**config.mk**
```make
export PLATFORM = sky130hd
export DESIGN_NAME = param_panel_top
export DESIGN_NICKNAME = d
export VERILOG_FILES = /design/src/common/param_pkg.sv /design/src/hdl/ms_tick_gen.sv /design/src/key_input/key_debounce.sv /design/src/key_input/key_repeat.sv /design/src/param_cell/param_cell_signed_loop.sv /design/src/hdl/param_bank_wb.sv /design/src/hdl/param_panel_top.sv
export SDC_FILE = /design/constraint.sdc
export NUM_CORES = 1
export LEC_CHECK = 0
export ABC_AREA = 1
export BUFFER_PORTS_ARGS = -buffer_cell sky130_fd_sc_hd__buf_2
export CAP_MARGIN = 20
export CORE_MARGIN = 8
export CORE_UTILIZATION = 55
export CTS_BUF_LIST = sky130_fd_sc_hd__clkbuf_8
export DETAILED_ROUTE_END_ITERATION = 10
export GPL_TIMING_DRIVEN = 0
export PLACE_DENSITY = 0.85
export SYNTH_ARGS = -nofsm -noshare
export SYNTH_HDL_FRONTEND = slang
export SYNTH_SLANG_ARGS = --single-unit
```
**constraint.sdc**
```tcl
create_clock -name clk -period 2.1 [get_ports clk]
set_input_delay 0.21 -clock clk [delete_from_list [all_inputs] [get_ports clk]]
set_output_delay 0.21 -clock clk [all_outputs]
set_load 0.005 [all_outputs]
```
**src/common/param_pkg.sv**
```systemverilog
package param_pkg;

  // setting format
  localparam int PARAM_W     = 5;
  localparam int PARAM_COUNT = 4;
  localparam int SEL_W       = 2;

  // bus geometry, addresses are word indices
  localparam int WB_DW = 32;
  localparam int WB_AW = 4;
  localparam logic [WB_AW-1:0] ADDR_CTRL = '0;  // setting i at i+1

  // key timing in ms ticks
  localparam int DEBOUNCE_MS = 20;
  localparam int REPEAT_MS   = 100;
  localparam int DEB_CNT_W   = $clog2(DEBOUNCE_MS + 1);
  localparam int RPT_CNT_W   = $clog2(REPEAT_MS + DEBOUNCE_MS);

  // per-setting range and default
  localparam int PARAM_MIN     [PARAM_COUNT] = '{-8, 0, -3, 1};
  localparam int PARAM_MAX     [PARAM_COUNT] = '{7, 3, 3, 12};
  localparam int PARAM_DEFAULT [PARAM_COUNT] = '{0, 1, -1, 6};

  typedef struct packed {
    logic             cyc;
    logic             stb;
    logic             we;
    logic [WB_AW-1:0] adr;
    logic [WB_DW-1:0] dat;
  } wb_req_t;

  typedef struct packed {
    logic             ack;
    logic [WB_DW-1:0] dat;
  } wb_rsp_t;

  typedef struct packed {
    logic [WB_DW-SEL_W-2:0] rsvd;
    logic [SEL_W-1:0]       sel;
    logic                   restore;  // bit 0
  } ctrl_word_t;

  typedef logic signed [WB_DW-1:0] param_word_t;  // sign extended setting

  // one bus word, meaning set by address
  typedef union packed {
    ctrl_word_t  ctrl;
    param_word_t param;
  } wb_data_u;

  // limits of a PARAM_W signed field, for saturating wide loads
  localparam param_word_t WORD_SAT_MAX = param_word_t'(2 ** (PARAM_W - 1) - 1);
  localparam param_word_t WORD_SAT_MIN = param_word_t'(-(2 ** (PARAM_W - 1)));

  typedef struct packed {
    logic up;
    logic down;
  } step_t;

endpackage

```
**src/hdl/ms_tick_gen.sv**
```systemverilog
`timescale 1ns/10ps

module ms_tick_gen #(
  parameter int TICKS_PER_MS = 50_000
) (
  input  logic clk,
  input  logic resetn,
  output logic ms_tick
);

  typedef logic [$clog2(TICKS_PER_MS + 1)-1:0] cnt_t;

  cnt_t cnt;

  always_ff @(posedge clk) begin
    if (!resetn) begin
      cnt     <= '0;
      ms_tick <= 1'b0;
    end else if (cnt == cnt_t'(TICKS_PER_MS - 1)) begin
      cnt     <= '0;
      ms_tick <= 1'b1;  // one cycle per wrap
    end else begin
      cnt     <= cnt + cnt_t'(1);
      ms_tick <= 1'b0;
    end
  end

endmodule

```
**src/key_input/key_debounce.sv**
```systemverilog
`timescale 1ns/10ps

module key_debounce (
  input  logic clk,
  input  logic resetn,
  input  logic ms_tick,
  input  logic key_in,   // raw, active low
  output logic pressed,
  output logic change
);

  import param_pkg::*;

  logic [1:0]           key_sync;
  logic                 key_level;
  logic                 differ;
  logic [DEB_CNT_W-1:0] cnt;

  // two flop synchronizer, idles released
  always_ff @(posedge clk) begin
    if (!resetn) begin
      key_sync <= 2'b11;
    end else begin
      key_sync <= {key_sync[0], key_in};
    end
  end

  assign key_level = ~key_sync[1];  // high while held
  assign differ    = key_level != pressed;

  always_ff @(posedge clk) begin
    if (!resetn) begin
      cnt     <= '0;
      pressed <= 1'b0;
      change  <= 1'b0;
    end else begin
      change <= 1'b0;
      if (!differ) begin
        cnt <= '0;  // bounce back, start over
      end else if (ms_tick) begin
        if (cnt == DEB_CNT_W'(DEBOUNCE_MS)) begin
          // stable long enough, accept the new level
          cnt     <= '0;
          pressed <= ~pressed;
          change  <= 1'b1;
        end else begin
          cnt <= cnt + DEB_CNT_W'(1);
        end
      end
    end
  end

endmodule

```
**src/key_input/key_repeat.sv**
```systemverilog
`timescale 1ns/10ps

module key_repeat (
  input  logic             clk,
  input  logic             resetn,
  input  logic             ms_tick,
  input  logic             up_pressed,
  input  logic             up_change,
  input  logic             down_pressed,
  input  logic             down_change,
  output param_pkg::step_t step
);

  import param_pkg::*;

  logic [RPT_CNT_W-1:0] cnt;
  logic                 fresh_up;
  logic                 fresh_down;
  logic                 held;
  logic                 expire;
  logic                 hit_up;
  logic                 hit_down;

  always_comb begin
    fresh_up   = up_pressed & up_change;
    fresh_down = down_pressed & down_change;
    held       = up_pressed | down_pressed;
    expire     = held & ms_tick & (cnt == '0);
    hit_down   = fresh_down | (expire & down_pressed);
    hit_up     = (fresh_up | (expire & up_pressed)) & ~hit_down;  // down wins
  end

  // first repeat after REPEAT_MS+DEBOUNCE_MS, then every REPEAT_MS
  always_ff @(posedge clk) begin
    if (!resetn) begin
      cnt <= RPT_CNT_W'(REPEAT_MS + DEBOUNCE_MS - 1);
    end else if (fresh_up || fresh_down || !held) begin
      cnt <= RPT_CNT_W'(REPEAT_MS + DEBOUNCE_MS - 1);
    end else if (ms_tick) begin
      if (cnt == '0) begin
        cnt <= RPT_CNT_W'(REPEAT_MS - 1);
      end else begin
        cnt <= cnt - RPT_CNT_W'(1);
      end
    end
  end

  always_ff @(posedge clk) begin
    if (!resetn) begin
      step <= '0;
    end else begin
      step.up   <= hit_up;
      step.down <= hit_down;
    end
  end

endmodule

```
**src/param_cell/param_cell_signed_loop.sv**
```systemverilog
`timescale 1ns/10ps

module param_cell_signed_loop #(
  parameter int RANGE_MIN     = 0,
  parameter int RANGE_MAX     = 1,
  parameter int DEFAULT_VALUE = 0
) (
  input  logic                                 clk,
  input  logic                                 resetn,
  input  logic                                 selected,
  input  logic                                 restore,
  input  logic                                 load_valid,
  input  logic signed [param_pkg::PARAM_W-1:0] load_data,
  input  param_pkg::step_t                     step,
  output logic signed [param_pkg::PARAM_W-1:0] value
);

  import param_pkg::*;

  logic signed [PARAM_W-1:0] lo;
  logic signed [PARAM_W-1:0] hi;

  assign lo = PARAM_W'(RANGE_MIN);
  assign hi = PARAM_W'(RANGE_MAX);

  always_ff @(posedge clk) begin
    if (!resetn) begin
      value <= PARAM_W'(DEFAULT_VALUE);
    end else if (load_valid) begin
      // host load, clamp into range
      if (load_data < lo) begin
        value <= lo;
      end else if (load_data > hi) begin
        value <= hi;
      end else begin
        value <= load_data;
      end
    end else if (selected) begin
      if (restore) begin
        value <= PARAM_W'(DEFAULT_VALUE);
      end else if (step.down) begin
        if (value <= lo) begin
          value <= hi;  // wrap to top
        end else begin
          value <= value - PARAM_W'(1);
        end
      end else if (step.up) begin
        if (value >= hi) begin
          value <= lo;  // wrap to bottom
        end else begin
          value <= value + PARAM_W'(1);
        end
      end
    end
  end

endmodule

```
**src/hdl/param_bank_wb.sv**
```systemverilog
`timescale 1ns/10ps

module param_bank_wb (
  input  logic               clk,
  input  logic               resetn,
  input  param_pkg::wb_req_t wb_req,
  output param_pkg::wb_rsp_t wb_rsp,
  input  param_pkg::step_t   step
);

  import param_pkg::*;

  logic                      ack_q;
  logic [WB_DW-1:0]          rd_dat_q;
  logic [SEL_W-1:0]          sel_q;
  logic [SEL_W-1:0]          sel_now;
  logic                      req_hit;
  logic                      wr_hit;
  logic                      wr_ctrl;
  logic                      restore;
  wb_data_u                  wdata;
  wb_data_u                  rdata;
  logic signed [PARAM_W-1:0] load_sat;
  logic signed [PARAM_W-1:0] value [PARAM_COUNT];

  assign wdata   = wb_req.dat;
  assign req_hit = wb_req.cyc & wb_req.stb & ~ack_q;  // idle cycle after each ack
  assign wr_hit  = req_hit & wb_req.we;
  assign wr_ctrl = wr_hit & (wb_req.adr == ADDR_CTRL);
  assign restore = wr_ctrl & wdata.ctrl.restore;
  assign sel_now = wr_ctrl ? wdata.ctrl.sel : sel_q;  // restore acts on new selection

  // saturate the wide word to the cell width before the range clamp
  always_comb begin
    if (wdata.param > WORD_SAT_MAX) begin
      load_sat = PARAM_W'(WORD_SAT_MAX);
    end else if (wdata.param < WORD_SAT_MIN) begin
      load_sat = PARAM_W'(WORD_SAT_MIN);
    end else begin
      load_sat = wdata.param[PARAM_W-1:0];
    end
  end

  always_comb begin
    rdata = '0;  // unused addresses read zero
    if (wb_req.adr == ADDR_CTRL) begin
      rdata.ctrl.sel = sel_q;
    end
    for (int k = 0; k < PARAM_COUNT; k++) begin
      if (wb_req.adr == WB_AW'(k + 1)) begin
        rdata.param = param_word_t'(value[k]);
      end
    end
  end

  always_ff @(posedge clk) begin
    if (!resetn) begin
      ack_q <= 1'b0;
      sel_q <= '0;
    end else begin
      ack_q <= req_hit;
      if (wr_ctrl) begin
        sel_q <= wdata.ctrl.sel;
      end
    end
  end

  always_ff @(posedge clk) begin
    rd_dat_q <= rdata;
  end

  assign wb_rsp = '{ack: ack_q, dat: rd_dat_q};

  for (genvar i = 0; i < PARAM_COUNT; i++) begin : g_cell
    param_cell_signed_loop #(
      .RANGE_MIN     (PARAM_MIN[i]),
      .RANGE_MAX     (PARAM_MAX[i]),
      .DEFAULT_VALUE (PARAM_DEFAULT[i])
    ) u_cell (
      .clk        (clk),
      .resetn     (resetn),
      .selected   (sel_now == SEL_W'(i)),
      .restore    (restore),
      .load_valid (wr_hit && (wb_req.adr == WB_AW'(i + 1))),
      .load_data  (load_sat),
      .step       (step),
      .value      (value[i])
    );
  end

endmodule

```
**src/hdl/param_panel_top.sv**
```systemverilog
`timescale 1ns/10ps

module param_panel_top #(
  parameter int TICKS_PER_MS = 50_000
) (
  input  logic               clk,
  input  logic               resetn,
  input  logic               key_up,    // active low
  input  logic               key_down,  // active low
  input  param_pkg::wb_req_t wb_req,
  output param_pkg::wb_rsp_t wb_rsp
);

  import param_pkg::*;

  logic  ms_tick;
  logic  up_pressed;
  logic  up_change;
  logic  down_pressed;
  logic  down_change;
  step_t step;

  ms_tick_gen #(
    .TICKS_PER_MS (TICKS_PER_MS)
  ) u_tick (
    .clk     (clk),
    .resetn  (resetn),
    .ms_tick (ms_tick)
  );

  key_debounce u_deb_up (
    .clk     (clk),
    .resetn  (resetn),
    .ms_tick (ms_tick),
    .key_in  (key_up),
    .pressed (up_pressed),
    .change  (up_change)
  );

  key_debounce u_deb_down (
    .clk     (clk),
    .resetn  (resetn),
    .ms_tick (ms_tick),
    .key_in  (key_down),
    .pressed (down_pressed),
    .change  (down_change)
  );

  key_repeat u_repeat (
    .clk          (clk),
    .resetn       (resetn),
    .ms_tick      (ms_tick),
    .up_pressed   (up_pressed),
    .up_change    (up_change),
    .down_pressed (down_pressed),
    .down_change  (down_change),
    .step         (step)
  );

  param_bank_wb u_bank (
    .clk    (clk),
    .resetn (resetn),
    .wb_req (wb_req),
    .wb_rsp (wb_rsp),
    .step   (step)
  );

endmodule

```
==> flow_metrics.tcl <==
set metrics [dict create \
    status "complete, no violations" \
    synth_top_area_cell "dfxtp_1" \
    min_period_ns 1.879 \
    synth-seq-cells 72 \
    netlist_top_cells_area "dfxtp_1 30%, nand2_1 11%, inv_1 7.8%, nor2_1 7.3%, ha_1 5.0%" \
    syn_inst 718 \
    crit_fanout 5 \
    final_cells 916 \
    diodes 0 \
    cts-htree-levels 3 \
    p_leak_nw 2.560 \
    synth_top_family_by_area "simple AND/OR/NAND/NOR gates" \
    grt_pass1_wl_um 19900 \
    dp_cells 901 \
    clk_latency_ns 0.35 \
    cts_made_buffers 9 \
    criticalPathCategory "in2reg" \
    hold_buffers 0 \
    worstMarginPinSlew_ns 0.8072 \
    grt.total_usage 0.2010 \
    ir_drop_uv 509.9 \
    clock-skew-final_ns 0.009272 \
    grt_max_degree 29 \
    wire_per_inst_um 12.97 \
    grt_pass1_vias 4613 \
    synthSimpleGateAreaFrac 0.3170 \
    required_ns 2.38 \
    cp-end-kind "register" \
    cts_tree "done" \
    rsz0062_at_grt "false" \
    hold_viol_final 0 \
    synth-main-ff-cell "dfxtp_1" \
    final_max_slew_viol_count 0 \
    die_h_um 109.3 \
    dpl-instance-area_um2 5299 \
    whs_path_depth 2 \
    ys_types 47 \
    area_delta_synth_final_pct 14.92 \
    cts_setup_buffers 0 \
    nets 866 \
    p_per_area_nw_per_um2 495.1 \
    whs_ns 0.03689 \
    syn-num-nets 780 \
    syn_area_um2 4788 \
    mostFrequentLayoutCells "144 x nand2_1, 99 x inv_1, 93 x nor2_1" \
    clkTransAtPathRegs_ns 0.08 \
    wl_um 11880 \
    cts_resized 0 \
    hold_path.class "in2reg" \
    cp-start-kind "input port" \
    synth_compound_area_frac 0.1547 \
    synth-xor-area-share 0.03841 \
    ios 76 \
    coreArea_um2 8593 \
    timing.max_cap.violations 0 \
    synthAdderAreaFrac 0.04965 \
    max_freq_mhz 532.3 \
    yosysSeqAreaShare 0.3010 \
    first_iter_violations 220 \
    ctsRootBufferMaster "clkbuf_8" \
    grt_antenna_before_repair 0 \
    avgSynthCellArea_um2 6.669 \
    clock-sinks 72 \
    routabilityCongestion 0.9184 \
    cts_buffer_depth 2 \
    drc_errors 0 \
    muxShareOfSynthArea 0 \
    synth_edf_count 0 \
    reg2reg_slack_ns 0.24 \
    floorplan.initialDensity 0.5572 \
    portBuffers 75 \
    routed_via_density 5.213 \
    drive_gt1_frac 0.2017 \
    synth_warnings 0 \
    dieWidth_um 109.3 \
    setup_viol 0 \
    ys_async_sr_fraction 0 \
    firstDrtPassIters 5 \
    dieArea_um2 11950 \
    vias 4775 \
    postLayoutCellArea_um2 5503 \
    max_slew_margin 0.4611 \
    fin_crit_sh 0.8946 \
    r2r_cells 10 \
    fp-row-count 34 \
    dp_hpwl_um 9301 \
    final_common_cell "nand2_1" \
    synth_top_area_share 0.3010 \
    overflow 0 \
    arrival_ns 2.16 \
    ant_nets 0 \
]
cell usage after synthesis (7+ instances only):
master	count
inv_1	99
nor3_1	16
a31oi_1	8
a21oi_1	43
nand4_1	9
nor2_1	93
nand2_1	145
nand3_1	36
nand2_2	7
clkbuf_1	11
o21ai_0	38
buf_4	28
o211ai_1	7
dfxtp_1	72
or2_2	7
ha_1	19
xor2_1	15
final timing paths:
kind / startpoint / to
worst max-delay path: wb_req[12] / u_bank.g_cell[2].u_cell.value[2]
worst min-delay path: key_down / u_deb_down.key_sync[0]
worst max register to register: u_bank.g_cell[3].u_cell.value[1] / u_bank.g_cell[3].u_cell.value[2]
worst min register to register: u_deb_up.key_sync[0] / u_deb_up.key_sync[1]
layout make-up:
class,count,area (µm²)
Sequential cell,72,1441
Timing Repair Buffer,75,375.4
Clock inverter,6,68.82
Buffer,41,261.5
Tap cell,108,135.1
Clock buffer,9,123.9
Fill cell,787,3090
Inverter,107,406.6
Multi-Input combinational cell,498,2690
flip-flops by register name (all words and copies together) (netlist names):
name and count:
u_deb_down.key_sync 2, u_bank.sel_q 2, u_deb_down.change 1, u_deb_up.cnt 5, u_deb_up.key_sync 2, u_tick.cnt 16
u_repeat.step 2, u_bank.rd_dat_q 5, u_tick.ms_tick 1, u_deb_up.change 1, u_bank.g_cell.u_cell.value 20, u_deb_up.pressed 1
u_deb_down.pressed 1, u_repeat.cnt 7, u_bank.ack_q 1, u_deb_down.cnt 5
logic make-up after synthesis:
kind of cell               Yosys count
DFF                                 72
AOI/OAI and AO/OA                  122
and+or+nand+nor                    336
adders and majority gates           19
xor gates and xnor gates            21
buffers and inverters              148
metal layers:
layer | vias to the layer above | wire length, µm | track usage
met5 | - | 0 | 0
met4 | 0 | 202 | 0.06461
met3 | 24 | 529 | 0.03458
met2 | 118 | 6384 | 0.3782
met1 | 2171 | 4767 | 0.2235
li1 | 2462 | - | -
worst max-delay path: stages:
cell     delay, ns
buf_2         0.11
or2_2         0.29
nor2_1        0.10
nand2_1       0.11
o21ai_4       0.20
nand2_1       0.14
inv_1         0.12
o21ai_0       0.12
ha_1          0.33
nor2_1        0.20
inv_1         0.06
nand2_1       0.07
nand2_1       0.05
nand3_1       0.06
per-stage QoR:
| step | util | worst slack, ns | total power, mW | setup TNS, ns |
|---|---|---|---|---|
| after floorplan | - | 0.2192 | 1.566 | 0 |
| after global placement | 0.6166 | -0.07866 | 1.663 | -0.2565 |
| after detailed placement | 0.6166 | -0.1173 | 1.672 | -0.4815 |
| after CTS | 0.6391 | 0.07163 | 2.743 | 0 |
| after global routing | 0.6404 | 0.003638 | 2.828 | 0 |
| final | 0.6404 | 0.2213 | 2.725 | 0 |
power breakdown:
part / switching (mW) / total, mW / internal [mW]
Combinational: 0.140 / 0.248 / 0.108
Clock: 0.535 / 1.08 / 0.548
Sequential: 0.0136 / 1.39 / 1.38
Total: 0.688 / 2.72 / 2.04
(Power assumes the default switching activity.)
